### src/include/dcache_macros.svh
`ifndef DCACHE_MACROS_SVH
`define DCACHE_MACROS_SVH

////////////////////////////////////////////////////
// cache geometry
////////////////////////////////////////////////////

// set index bits, 16 sets
`define DCACHE_INDEX_W 4

// word-in-line bits
`define DCACHE_OFFSET_W 2

// words per line, 2**DCACHE_OFFSET_W
`define DCACHE_LINE_WORDS 4

// fixed at two, the lru bit and hit compare rely on it
`define DCACHE_WAYS 2

`endif

### src/hw/dcache_pkg.sv
`include "dcache_macros.svh"

package dcache_pkg;

    typedef logic [31:0] addr_t;   // byte address
    typedef logic [31:0] word_t;
    typedef logic [3:0]  strb_t;   // one bit per byte lane

    typedef logic [`DCACHE_INDEX_W-1:0]  index_t;
    typedef logic [`DCACHE_OFFSET_W-1:0] offset_t;

    // address minus index, word offset and byte offset
    typedef logic [31-`DCACHE_INDEX_W-`DCACHE_OFFSET_W-2:0] tag_t;

    typedef logic [32*`DCACHE_LINE_WORDS-1:0] line_t;
    typedef logic [`DCACHE_WAYS-1:0]          way_mask_t;

    // controller states
    typedef enum logic [2:0] {
        IDLE,
        LOOKUP,
        REFILL_REQ,
        REFILL_WAIT,
        WRITE_REQ,
        RESP
    } fsm_state_t;

endpackage

### src/hw/dcache_req_buf.sv
`timescale 1ns/1ps
`include "dcache_macros.svh"

module dcache_req_buf (
    input  logic                clk,
    input  logic                rst,
    input  logic                load,
    input  logic                req_wr,
    input  dcache_pkg::addr_t   req_addr,
    input  dcache_pkg::word_t   req_wdata,
    input  dcache_pkg::strb_t   req_wstrb,
    output logic                buf_wr,
    output dcache_pkg::addr_t   buf_addr,
    output dcache_pkg::word_t   buf_wdata,
    output dcache_pkg::strb_t   buf_wstrb,
    output dcache_pkg::index_t  buf_index,
    output dcache_pkg::offset_t buf_offset,
    output dcache_pkg::tag_t    buf_tag
);

    always_ff @(posedge clk) begin
        if (rst) begin
            buf_wr <= 1'b0;
        end else if (load) begin
            buf_wr <= req_wr;
        end
    end

    // payload only changes on an accepted request
    always_ff @(posedge clk) begin
        if (load) begin
            buf_addr  <= req_addr;
            buf_wdata <= req_wdata;
            buf_wstrb <= req_wstrb;
        end
    end

    // address fields, bits [1:0] are the byte lane
    assign buf_offset = buf_addr[`DCACHE_OFFSET_W+1:2];
    assign buf_index  = buf_addr[`DCACHE_OFFSET_W+`DCACHE_INDEX_W+1:`DCACHE_OFFSET_W+2];
    assign buf_tag    = buf_addr[31:`DCACHE_OFFSET_W+`DCACHE_INDEX_W+2];

endmodule

### config.mk
export PLATFORM = sky130hd
export DESIGN_NAME = dcache_req_buf
export DESIGN_NICKNAME = d
export VERILOG_FILES = /design/src/hw/dcache_pkg.sv /design/src/hw/dcache_req_buf.sv
export VERILOG_INCLUDE_DIRS = /design/src /design/src/include
export SDC_FILE = /design/constraint.sdc
export NUM_CORES = 1
export LEC_CHECK = 0
export BUFFER_PORTS_ARGS = -buffer_cell sky130_fd_sc_hd__buf_4
export CORE_UTILIZATION = 32
export DETAILED_ROUTE_END_ITERATION = 7
export PLACE_DENSITY = 0.72
export SLEW_MARGIN = 20
export SYNTH_ARGS = -nofsm -noshare
export SYNTH_HDL_FRONTEND = slang
export SYNTH_SLANG_ARGS = --single-unit
export TNS_END_PERCENT = 30
### constraint.sdc
create_clock -name clk -period 0.85 [get_ports clk]
set_clock_uncertainty 0.15 [all_clocks]
set_input_delay 0.085 -clock clk [delete_from_list [all_inputs] [get_ports clk]]
set_output_delay 0.085 -clock clk [all_outputs]
set_load 0.01 [all_outputs]
Word level (Yosys, flattened, before mapping)
Index checks and enable logic that the tools add are counted.
- register bits: 69
- word-level logic and storage cells: 4
- input bits: 72

Logic depth before layout (Yosys ltp)
Gate-level depths: netlist (run 1).
- word-level depth: 0
- depth in mapped cells: 2
- gate-level depth less buffers: 2

Least setup slack after synthesis (run 1)
No wires, ideal clock.
- path kind: register -> output
- start: register buf_addr[4]
- end: output buf_index[0]
- setup slack: 37 ps
- data arrival time: 578 ps
- stages on the path, launching flop included: 2
- path through: edfxtp_1 > buf_4
- RTL lines (item ; RTL line ; source):
    from (decl) ; dcache_req_buf.sv:13 ; output dcache_pkg::addr_t buf_addr,
    from (signal assigned) ; dcache_req_buf.sv:32 ; buf_addr <= req_addr;
    to (decl) ; dcache_req_buf.sv:16 ; output dcache_pkg::index_t buf_index,
No word-level cell between the ends.

Worst setup path after layout (run 1)
- start: register buf_addr[26]
- end: output buf_tag[18]
- RTL lines (item ; RTL line ; source):
    to (decl) ; dcache_req_buf.sv:18 ; output dcache_pkg::tag_t buf_tag
No word-level cell between the ends.

==> results of run 1 <==
## synthesized netlist by cell type (all sizes together)
master | count | area share [%]
nor2 | 1 | 0.16
buf | 30 | 9.8
dfxtp | 1 | 0.87
mux2i | 1 | 0.44
edfxtp | 68 | 89
## layout make-up
cell class                 instances  area, um^2  share of cell area [%]
multi-input combinational          2        17.5                   0.379
sequential                        69        2060                    44.6
timing repair buffer             245        2270                    49.2
tap                               96         120                    2.60
clock inverter                     3        13.8                   0.298
clock buffer                      12         135                    2.92
## worst paths after layout
kind,end,cells past startpoint,startpoint
worst max-delay path,buf_tag[18],1,buf_addr[26]$_DFFE_PP_
worst min-delay path,buf_wr$_SDFFE_PP0P_,3,req_wr
worst max register to register,buf_wr$_SDFFE_PP0P_,2,buf_wr$_SDFFE_PP0P_
worst min register to register,buf_wr$_SDFFE_PP0P_,2,buf_wr$_SDFFE_PP0P_
## metrics by stage
stage          total power (uW)  instance area (um^2)  utilization (%)  setup WS, ns  setup TNS, ns
6_report                   7830                  4620             67.3        -0.309         -25.38
2_1_floorplan              4570                  2300                -        0.0373              0
3_3_place_gp               5320                  3540             51.6       -0.0784          -4.01
5_1_grt                    8160                  4620             67.3        -0.347         -29.73
3_5_place_dp               5340                  3540             51.6       -0.0858          -4.69
4_1_cts                    7810                  4530             65.9        -0.320         -27.73
## routing by layer
metal  vias to the layer above  share of wire [%]
li1                        798                  -
met1                       806                 36
met2                       113                 56
met3                         8                7.1
met4                         0                1.2
met5                         -                  0
## report_power, final
group          internal [uW]  leakage [uW]  total (uW)  switching, uW
combinational           1010       0.00123        1520            519
clock                   1030     0.0000776        2100           1080
sequential              4050      0.000674        4200            155
total                   6080       0.00198        7830           1750
## flip-flops by register name, summed over array words and instances, names as in the netlist
signal and cells:
buf_wdata 32, buf_wr 1, buf_addr 32, buf_wstrb 4
## cells by family after synthesis
kind of cell / share of synthesized area [%]
flops: 89.6
buf+inv: 9.79
mux: 0.435
simple gates: 0.163
## timing repair
| action | in CTS | in global routing |
|---|---|---|
| hold endpoints to repair | 71 | 3 |
| endpoints found under the setup margin | 99 | 100 |
| resized for setup | 40 | 25 |
==> results.sh, run 1 <==
export IMPL_status="complete, but fails checks"
export IMPL_violations="hold timing, setup timing"
export IMPL_wl_per_cell_um=14.9
export IMPL_fmax_mhz=863
export IMPL_nFillCells=453
export IMPL_crit_family="flip-flops"
export IMPL_worstPathCellList="buf_6"
export IMPL_io_pins=171
export IMPL_power_density_mw_per_mm2=1690
export IMPL_syn2layout_area_growth_pct=101
export IMPL_cp_arrival_ns=0.92
export IMPL_root_buffer="clkbuf_8"
export IMPL_h_tree_depth=3
export IMPL_coreArea_mm2=0.00687
export IMPL_mostFrequentLayoutCell="buf_4"
export IMPL_max_cap_viol_count=0
export IMPL_hold_buffers=69
export IMPL_grt_pass1_vias=1830
export IMPL_startpoint_type="flop"
export IMPL_cellLeakagePower_uw=0.00198
export IMPL_antenna_left=0
export IMPL_postCtsSetupRepairBufs=0
export IMPL_hold_violations=3
export IMPL_avgViaCountPerCell=4.04
export IMPL_maxSlewHeadroom_pct=86.9
export IMPL_nets=399
export IMPL_irDropWorstVdd_mv=1.08
export IMPL_grt_busiest_layer="met2"
export IMPL_cp_buffers_inverters=1
export IMPL_grt_max_degree=27
export IMPL_antenna_found_initial=0
export IMPL_clkTransAtPathRegs_ns=0.07
export IMPL_rrSetupSlack_ns=-0.01
export IMPL_worst_slack_ns=-0.309
export IMPL_std_cell_rows=30
export IMPL_clock_latency_ns=0.32
export IMPL_port_buffers=170
export IMPL_stdcell_count=427
export IMPL_drt_initial_drc_count=63
export IMPL_start_util_pct=33.5
export IMPL_drive_gt1_share_pct=57.1
export IMPL_dp_cells=343
export IMPL_yosysSeqAreaShare_pct=89.6
export IMPL_finalSetupViolCount=100
export IMPL_slowest_stage="edfxtp_1"
export IMPL_max_stage_delay_ns=0.44
export IMPL_grt_pass1_wl_mm=8.82
export IMPL_met2_usage_pct=32.8
export IMPL_fp_dieArea_mm2=0.00753
export IMPL_cp_max_fo=2
export IMPL_tightest_slew_ns=0.193
export IMPL_dr_pass1_iters=4
export IMPL_use_met3_pct=5.24
export IMPL_antenna_cells=0
export IMPL_gp_congestion=0.683
export IMPL_criticalPathCategory="reg -> out"
export IMPL_syn_area_mm2=0.00230
export IMPL_hold_ws_ns=-0.0791
export IMPL_vias=1725
export IMPL_final_period_utilization_pct=136
export IMPL_synth_seq_cells=69
export IMPL_cp_required_ns=0.61
export IMPL_hp_class="in -> reg"
export IMPL_final_cell_mix="buf_4 (111), dlygate4sd3_1 (69), edfxtp_1 (68)"
export IMPL_drt_drc_violations_left=0
export IMPL_met1_usage_pct=15.7
export IMPL_synth_fp_nets=173
export IMPL_period_needed_ns=1.16
export IMPL_grt_ovfl_total=0
export IMPL_cts_buffers=9
export IMPL_synth_distinct_cells=5
export IMPL_clock_sinks=69
export IMPL_rsz0062_at_grt="true"
export IMPL_synth_cells=101
export IMPL_avgSynthCellArea_um2=22.8
export IMPL_track_usage_pct=16.9
export IMPL_slew_viol_final=0
export IMPL_finalWirelength_mm=6.36
export IMPL_yosysWarnings=0
export IMPL_die_y_um=86.8
export IMPL_end_kind="primary output"
export IMPL_die_width_um=86.8
export IMPL_cts_path_max_buffers=2
export IMPL_cts_tree="done"
(Power assumes the default switching activity.)
==> inputs of run 2 (changes only) <==
--- a/config.mk
+++ b/config.mk
@@ -10,6 +10,7 @@
 export CORE_UTILIZATION = 32
 export DETAILED_ROUTE_END_ITERATION = 7
 export PLACE_DENSITY = 0.72
+export SKIP_LAST_GASP = 1
 export SLEW_MARGIN = 20
 export SYNTH_ARGS = -nofsm -noshare
 export SYNTH_HDL_FRONTEND = slang
==> run 2 against run 1 <==
Against the previous run: the run still ends with hold timing, setup timing left; power fell by 1.7%; setup slack improved by 0.0081 ns; die area did not move; non-clock buffer count did not move; critical path type unchanged; critical endpoint is now buf_offset[1]; largest power group unchanged.
==> results.sh, run 2 (synthesis results as in run 1) <==
export IMPL_rr_worst_depth=2
export IMPL_cts_path_max_buffers=2
export IMPL_h_tree_depth=3
export IMPL_violations="hold timing, setup timing"
export IMPL_max_cap_viol_count=0
export IMPL_setup_tns_ns=-25.56
export IMPL_grt_ovfl_total=0
export IMPL_cp_buffers_inverters=1
export IMPL_seqPwrFrac_pct=54.2
export IMPL_drt_initial_drc_count=47
export IMPL_port_buffers=170
export IMPL_finalWirelength_mm=6.14
export IMPL_worstHoldEndpoint="buf_wr$_SDFFE_PP0P_"
export IMPL_hp_class="in -> reg"
export IMPL_antenna_cells=0
export IMPL_cp_arrival_ns=0.92
export IMPL_avgViaCountPerCell=3.99
export IMPL_fin_util_pct=65.1
export IMPL_r2r_end="buf_wr$_SDFFE_PP0P_"
export IMPL_io_pins=171
export IMPL_nets=399
export IMPL_worstPathCellList="buf_4"
export IMPL_maxSlewHeadroom_pct=89.8
export IMPL_grt_pass1_vias=1813
export IMPL_cts_tree="done"
export IMPL_max_stage_delay_ns=0.42
export IMPL_grt_max_degree=27
export IMPL_startpoint_type="flop"
export IMPL_track_usage_pct=16.6
export IMPL_clock_sinks=69
export IMPL_end_kind="primary output"
export IMPL_slew_viol_final=0
export IMPL_power_switching_uw=1710
export IMPL_vias=1702
export IMPL_criticalPathCategory="reg -> out"
export IMPL_worstReg2RegStart="buf_wr$_SDFFE_PP0P_"
export IMPL_swShare_pct=22.2
export IMPL_rrSetupSlack_ns=0.05
export IMPL_hold_buffers=69
export IMPL_worst_slack_ns=-0.301
export IMPL_placed_cell_area_mm2=0.00354
export IMPL_postCtsSetupRepairBufs=0
export IMPL_hold_ws_ns=-0.110
export IMPL_cp_required_ns=0.61
export IMPL_hold_violations=3
export IMPL_p_clk_share_pct=27.3
export IMPL_mostFrequentLayoutCell="buf_4"
export IMPL_cp_max_fo=2
export IMPL_p_comb_share_pct=18.6
export IMPL_tightest_slew_ns=0.149
export IMPL_drt_drc_violations_left=0
export IMPL_die_y_um=86.8
export IMPL_cts_buffers=9
export IMPL_root_buffer="clkbuf_8"
export IMPL_antenna_found_initial=0
export IMPL_slowest_stage="edfxtp_1"
export IMPL_hp_start="req_wr"
export IMPL_clkTransAtPathRegs_ns=0.07
export IMPL_wl_per_cell_um=14.4
export IMPL_rsz0062_at_grt="true"
export IMPL_grt_pass1_wl_mm=8.70
export IMPL_clock_latency_ns=0.33
export IMPL_std_cell_rows=30
export IMPL_cellLeakagePower_uw=0.00193
export IMPL_period_needed_ns=1.15
export IMPL_fp_dieArea_mm2=0.00753
export IMPL_irDropWorstVdd_mv=1.12
export IMPL_final_period_utilization_pct=135
export IMPL_antenna_left=0
export IMPL_status="complete, but fails checks"
export IMPL_fmax_mhz=869
export IMPL_reg_top3="buf_addr x32, buf_wdata x32, buf_wstrb x4"
export IMPL_die_width_um=86.8
export IMPL_finalSetupViolCount=99
export IMPL_intPower_uw=5990
export IMPL_hold_depth=3
export IMPL_power_density_mw_per_mm2=1720
export IMPL_coreArea_mm2=0.00687
export IMPL_crit_family="flip-flops"
export IMPL_start_util_pct=33.5
export IMPL_final_cell_mix="buf_4 (150), dlygate4sd3_1 (69), edfxtp_1 (68)"
export IMPL_drive_gt1_share_pct=56.5
export IMPL_gp_congestion=0.683
export IMPL_final_area_mm2=0.00447
export IMPL_syn2layout_area_growth_pct=94.3
export IMPL_dr_pass1_iters=4
==> run 2: cell counts in the layout (fill, tap and decap cells not counted) <==
Identical to the previous run, type by type.
==> run 2: power groups by stage <==
stage	logic [uW]	registers (uW)	clock network [uW]
5_1_grt	1520	4200	2320
6_report	1430	4170	2100
3_5_place_dp	1120	4220	0
2_1_floorplan	217	4350	0
4_1_cts	1410	4160	2170
3_3_place_gp	1110	4210	0
==> run 2: layout make-up <==
| class | count | area (um^2) |
|---|---|---|
| Tap cell | 96 | 120 |
| Clock buffer | 12 | 135 |
| Timing Repair Buffer | 245 | 2130 |
| Multi-Input combinational cell | 2 | 13.8 |
| Clock inverter | 3 | 13.8 |
| Sequential cell | 69 | 2060 |
| Fill cell | 483 | 2400 |
==> run 2: how the worst max path moves through the flow <==
stage / startpoint / to / slack (ns) / cells past startpoint
detailed placement: load / buf_addr[3]$_DFFE_PP_ / -0.09 / 2
CTS: buf_addr[6]$_DFFE_PP_ / buf_addr[6] / -0.32 / 1
global placement: load / buf_addr[13]$_DFFE_PP_ / -0.08 / 2
global route: buf_addr[28]$_DFFE_PP_ / buf_tag[20] / -0.34 / 1
finish: buf_addr[3]$_DFFE_PP_ / buf_offset[1] / -0.30 / 1
floorplan: buf_addr[4]$_DFFE_PP_ / buf_index[0] / 0.04 / 1
==> run 2: what timing repair did <==
item                                    in CTS  in global routing
gates resized for setup                     15                  9
endpoints found under the hold margin       71                  3
endpoints found under the setup margin      99                100
==> run 2: per-stage QoR <==
step | hold slack, ns | cells | setup slack [ns] | total power (uW)
after CTS | -0.164 | 427 | -0.320 | 7740
final | -0.110 | 427 | -0.301 | 7700
after floorplan | 0.00738 | 101 | 0.0373 | 4570
after detailed placement | 0.0962 | 343 | -0.0858 | 5340
after global placement | 0.0941 | 343 | -0.0784 | 5320
after global routing | -0.0939 | 427 | -0.343 | 8040
==> run 2: layer usage <==
layer / global-route usage (%) / vias to the layer above / wire length (um)
met1: 15.7 / 788 / 2200
met3: 5.43 / 10 / 466
li1: - / 797 / -
met5: 0 / - / 0
met2: 31.4 / 107 / 3370
met4: 8.94 / 0 / 101
==> inputs of run 3 (changes only) <==
==> constraint.sdc (replaced) <==
create_clock -name clk -period 1.1 [get_ports clk]
set_clock_uncertainty 0.15 [all_clocks]
set_input_delay 0.11 -clock clk [delete_from_list [all_inputs] [get_ports clk]]
set_output_delay 0.11 -clock clk [all_outputs]
set_load 0.01 [all_outputs]
==> run 3 against run 2 <==
Against the previous run: the run ends with setup timing left; design area grew 0.92%; sequential power shrank 23%; worst hold slack gained 0.17 ns; clock power shrank 9%; global-route usage grew 0.54 points; via count grew 0.53%; sequential share of layout area shrank 0.42 points; count of clock-buffer cells in the layout shrank 2; register-to-register slack gained 0.25 ns; non-clock buffer count shrank 1; critical path depth is the same; highest routed layer unchanged.
==> results.sh, run 3 (synthesis results as in run 1) <==
export IMPL_status="complete, but fails checks"
export IMPL_violations="setup timing"
export IMPL_root_buffer="clkbuf_8"
export IMPL_nFillCells=464
export IMPL_period_needed_ns=1.18
export IMPL_tightest_slew_ns=0.192
export IMPL_clkTransAtPathRegs_ns=0.08
export IMPL_reg_top3="buf_addr x32, buf_wdata x32, buf_wstrb x4"
export IMPL_cts_path_max_buffers=2
export IMPL_io_pins=171
export IMPL_hold_violations=0
export IMPL_nets=398
export IMPL_mostFrequentLayoutCell="buf_4"
export IMPL_grt_pass1_vias=1850
export IMPL_finalSetupViolCount=86
export IMPL_cts_buffers=9
export IMPL_cp_required_ns=0.84
export IMPL_wl_per_cell_um=15.0
export IMPL_hp_class="in -> reg"
export IMPL_worstPathCellList="buf_6"
export IMPL_maxSlewHeadroom_pct=87.2
export IMPL_pre_cts_slack_ns=0.0846
export IMPL_final_area_mm2=0.00451
export IMPL_placed_cell_area_mm2=0.00352
export IMPL_fin_util_pct=65.7
export IMPL_antenna_left=0
export IMPL_std_cell_rows=30
export IMPL_setup_tns_ns=-3.66
export IMPL_start_util_pct=33.5
export IMPL_end_kind="primary output"
export IMPL_antenna_found_initial=0
export IMPL_finalWirelength_mm=6.39
export IMPL_criticalPathCategory="reg -> out"
export IMPL_syn2layout_area_growth_pct=96.1
export IMPL_drt_drc_violations_left=0
export IMPL_grt_pass1_wl_mm=9.09
export IMPL_final_cell_mix="buf_4 (144), dlygate4sd3_1 (71), edfxtp_1 (68)"
export IMPL_coreArea_mm2=0.00687
export IMPL_grt_ovfl_total=0
export IMPL_dr_pass1_iters=4
export IMPL_port_buffers=170
export IMPL_cp_arrival_ns=0.92
export IMPL_irDropWorstVdd_mv=0.884
export IMPL_drt_initial_drc_count=68
export IMPL_antenna_cells=0
export IMPL_clock_sinks=69
export IMPL_grt_max_degree=35
export IMPL_slowest_stage="edfxtp_1"
export IMPL_rsz0062_at_grt="true"
export IMPL_h_tree_depth=3
export IMPL_die_y_um=86.8
export IMPL_drive_gt1_share_pct=56.5
export IMPL_startpoint_type="flop"
export IMPL_gp_congestion=0.670
export IMPL_vias=1711
export IMPL_crit_family="flip-flops"
export IMPL_avgViaCountPerCell=4.01
export IMPL_die_width_um=86.8
export IMPL_cellLeakagePower_uw=0.00195
export IMPL_cp_buffers_inverters=1
export IMPL_track_usage_pct=17.1
export IMPL_cp_max_fo=2
export IMPL_cts_tree="done"
export IMPL_max_cap_viol_count=0
export IMPL_power_density_mw_per_mm2=1380
export IMPL_fmax_mhz=846
export IMPL_clock_latency_ns=0.33
export IMPL_final_period_utilization_pct=107
export IMPL_slew_viol_final=0
export IMPL_fp_dieArea_mm2=0.00753
export IMPL_max_stage_delay_ns=0.44
export IMPL_worst_slack_ns=-0.0817
==> run 3: changes by cell type in the layout (fill, tap and decap cells not counted) <==
cell           before  now
clkinv_2            2    4
buf_6              24   27
buf_4             150  144
bufinv_16           0    1
clkbuf_1            3    1
dlygate4sd3_1      69   71
==> run 3: area by class of cell <==
cell class	instances	area (um^2)	share of cell area (%)
Multi-Input combinational cell	2	13.8	0.305
Sequential cell	69	2060	45.7
Timing Repair Buffer	244	2140	47.3
Clock inverter	6	53.8	1.19
Tap cell	96	120	2.66
Clock buffer	10	128	2.83
==> run 3: where the power goes <==
| part | switching [uW] | internal (uW) | leakage, uW |
|---|---|---|---|
| logic | 396 | 714 | 0.00118 |
| clock network | 895 | 1020 | 0.0000972 |
| registers | 97.6 | 3120 | 0.000674 |
| total | 1390 | 4860 | 0.00195 |
==> run 3: what timing repair did <==
action | 4_1_cts | 5_1_grt
buffers inserted | 0 | 0
gates resized for setup | 11 | 16
endpoints found under the setup margin | 98 | 99
gates cloned | 0 | 0
hold buffers | 71 | 0
endpoints found under the hold margin | 71 | 0
==> run 3: stage by stage <==
stage	hold slack, ns	instances	total power [uW]
CTS	0.0436	427	6260
global placement	0.122	340	4100
detailed placement	0.139	340	4120
finish	0.0612	427	6250
global route	0.0632	427	6500
floorplan	0.0324	101	3530
==> run 3: layer usage <==
metal | track usage (%) | up-vias | share of wire (%)
li1 | - | 795 | -
met1 | 17.2 | 783 | 35
met2 | 31.1 | 116 | 55
met3 | 5.90 | 17 | 8.3
met4 | 8.94 | 0 | 2.5
met5 | 0 | - | 0
==> run 3: worst paths after layout <==
kind	startpoint	to	slack, ns	cells after the start
setup / recovery	buf_addr[29]$_DFFE_PP_	buf_tag[21]	-0.08	1
hold / removal	load	buf_wdata[8]$_DFFE_PP_	0.06	2
setup reg to reg	buf_wr$_SDFFE_PP0P_	buf_wr$_SDFFE_PP0P_	0.30	2
hold reg to reg	buf_wr$_SDFFE_PP0P_	buf_wr$_SDFFE_PP0P_	0.43	2
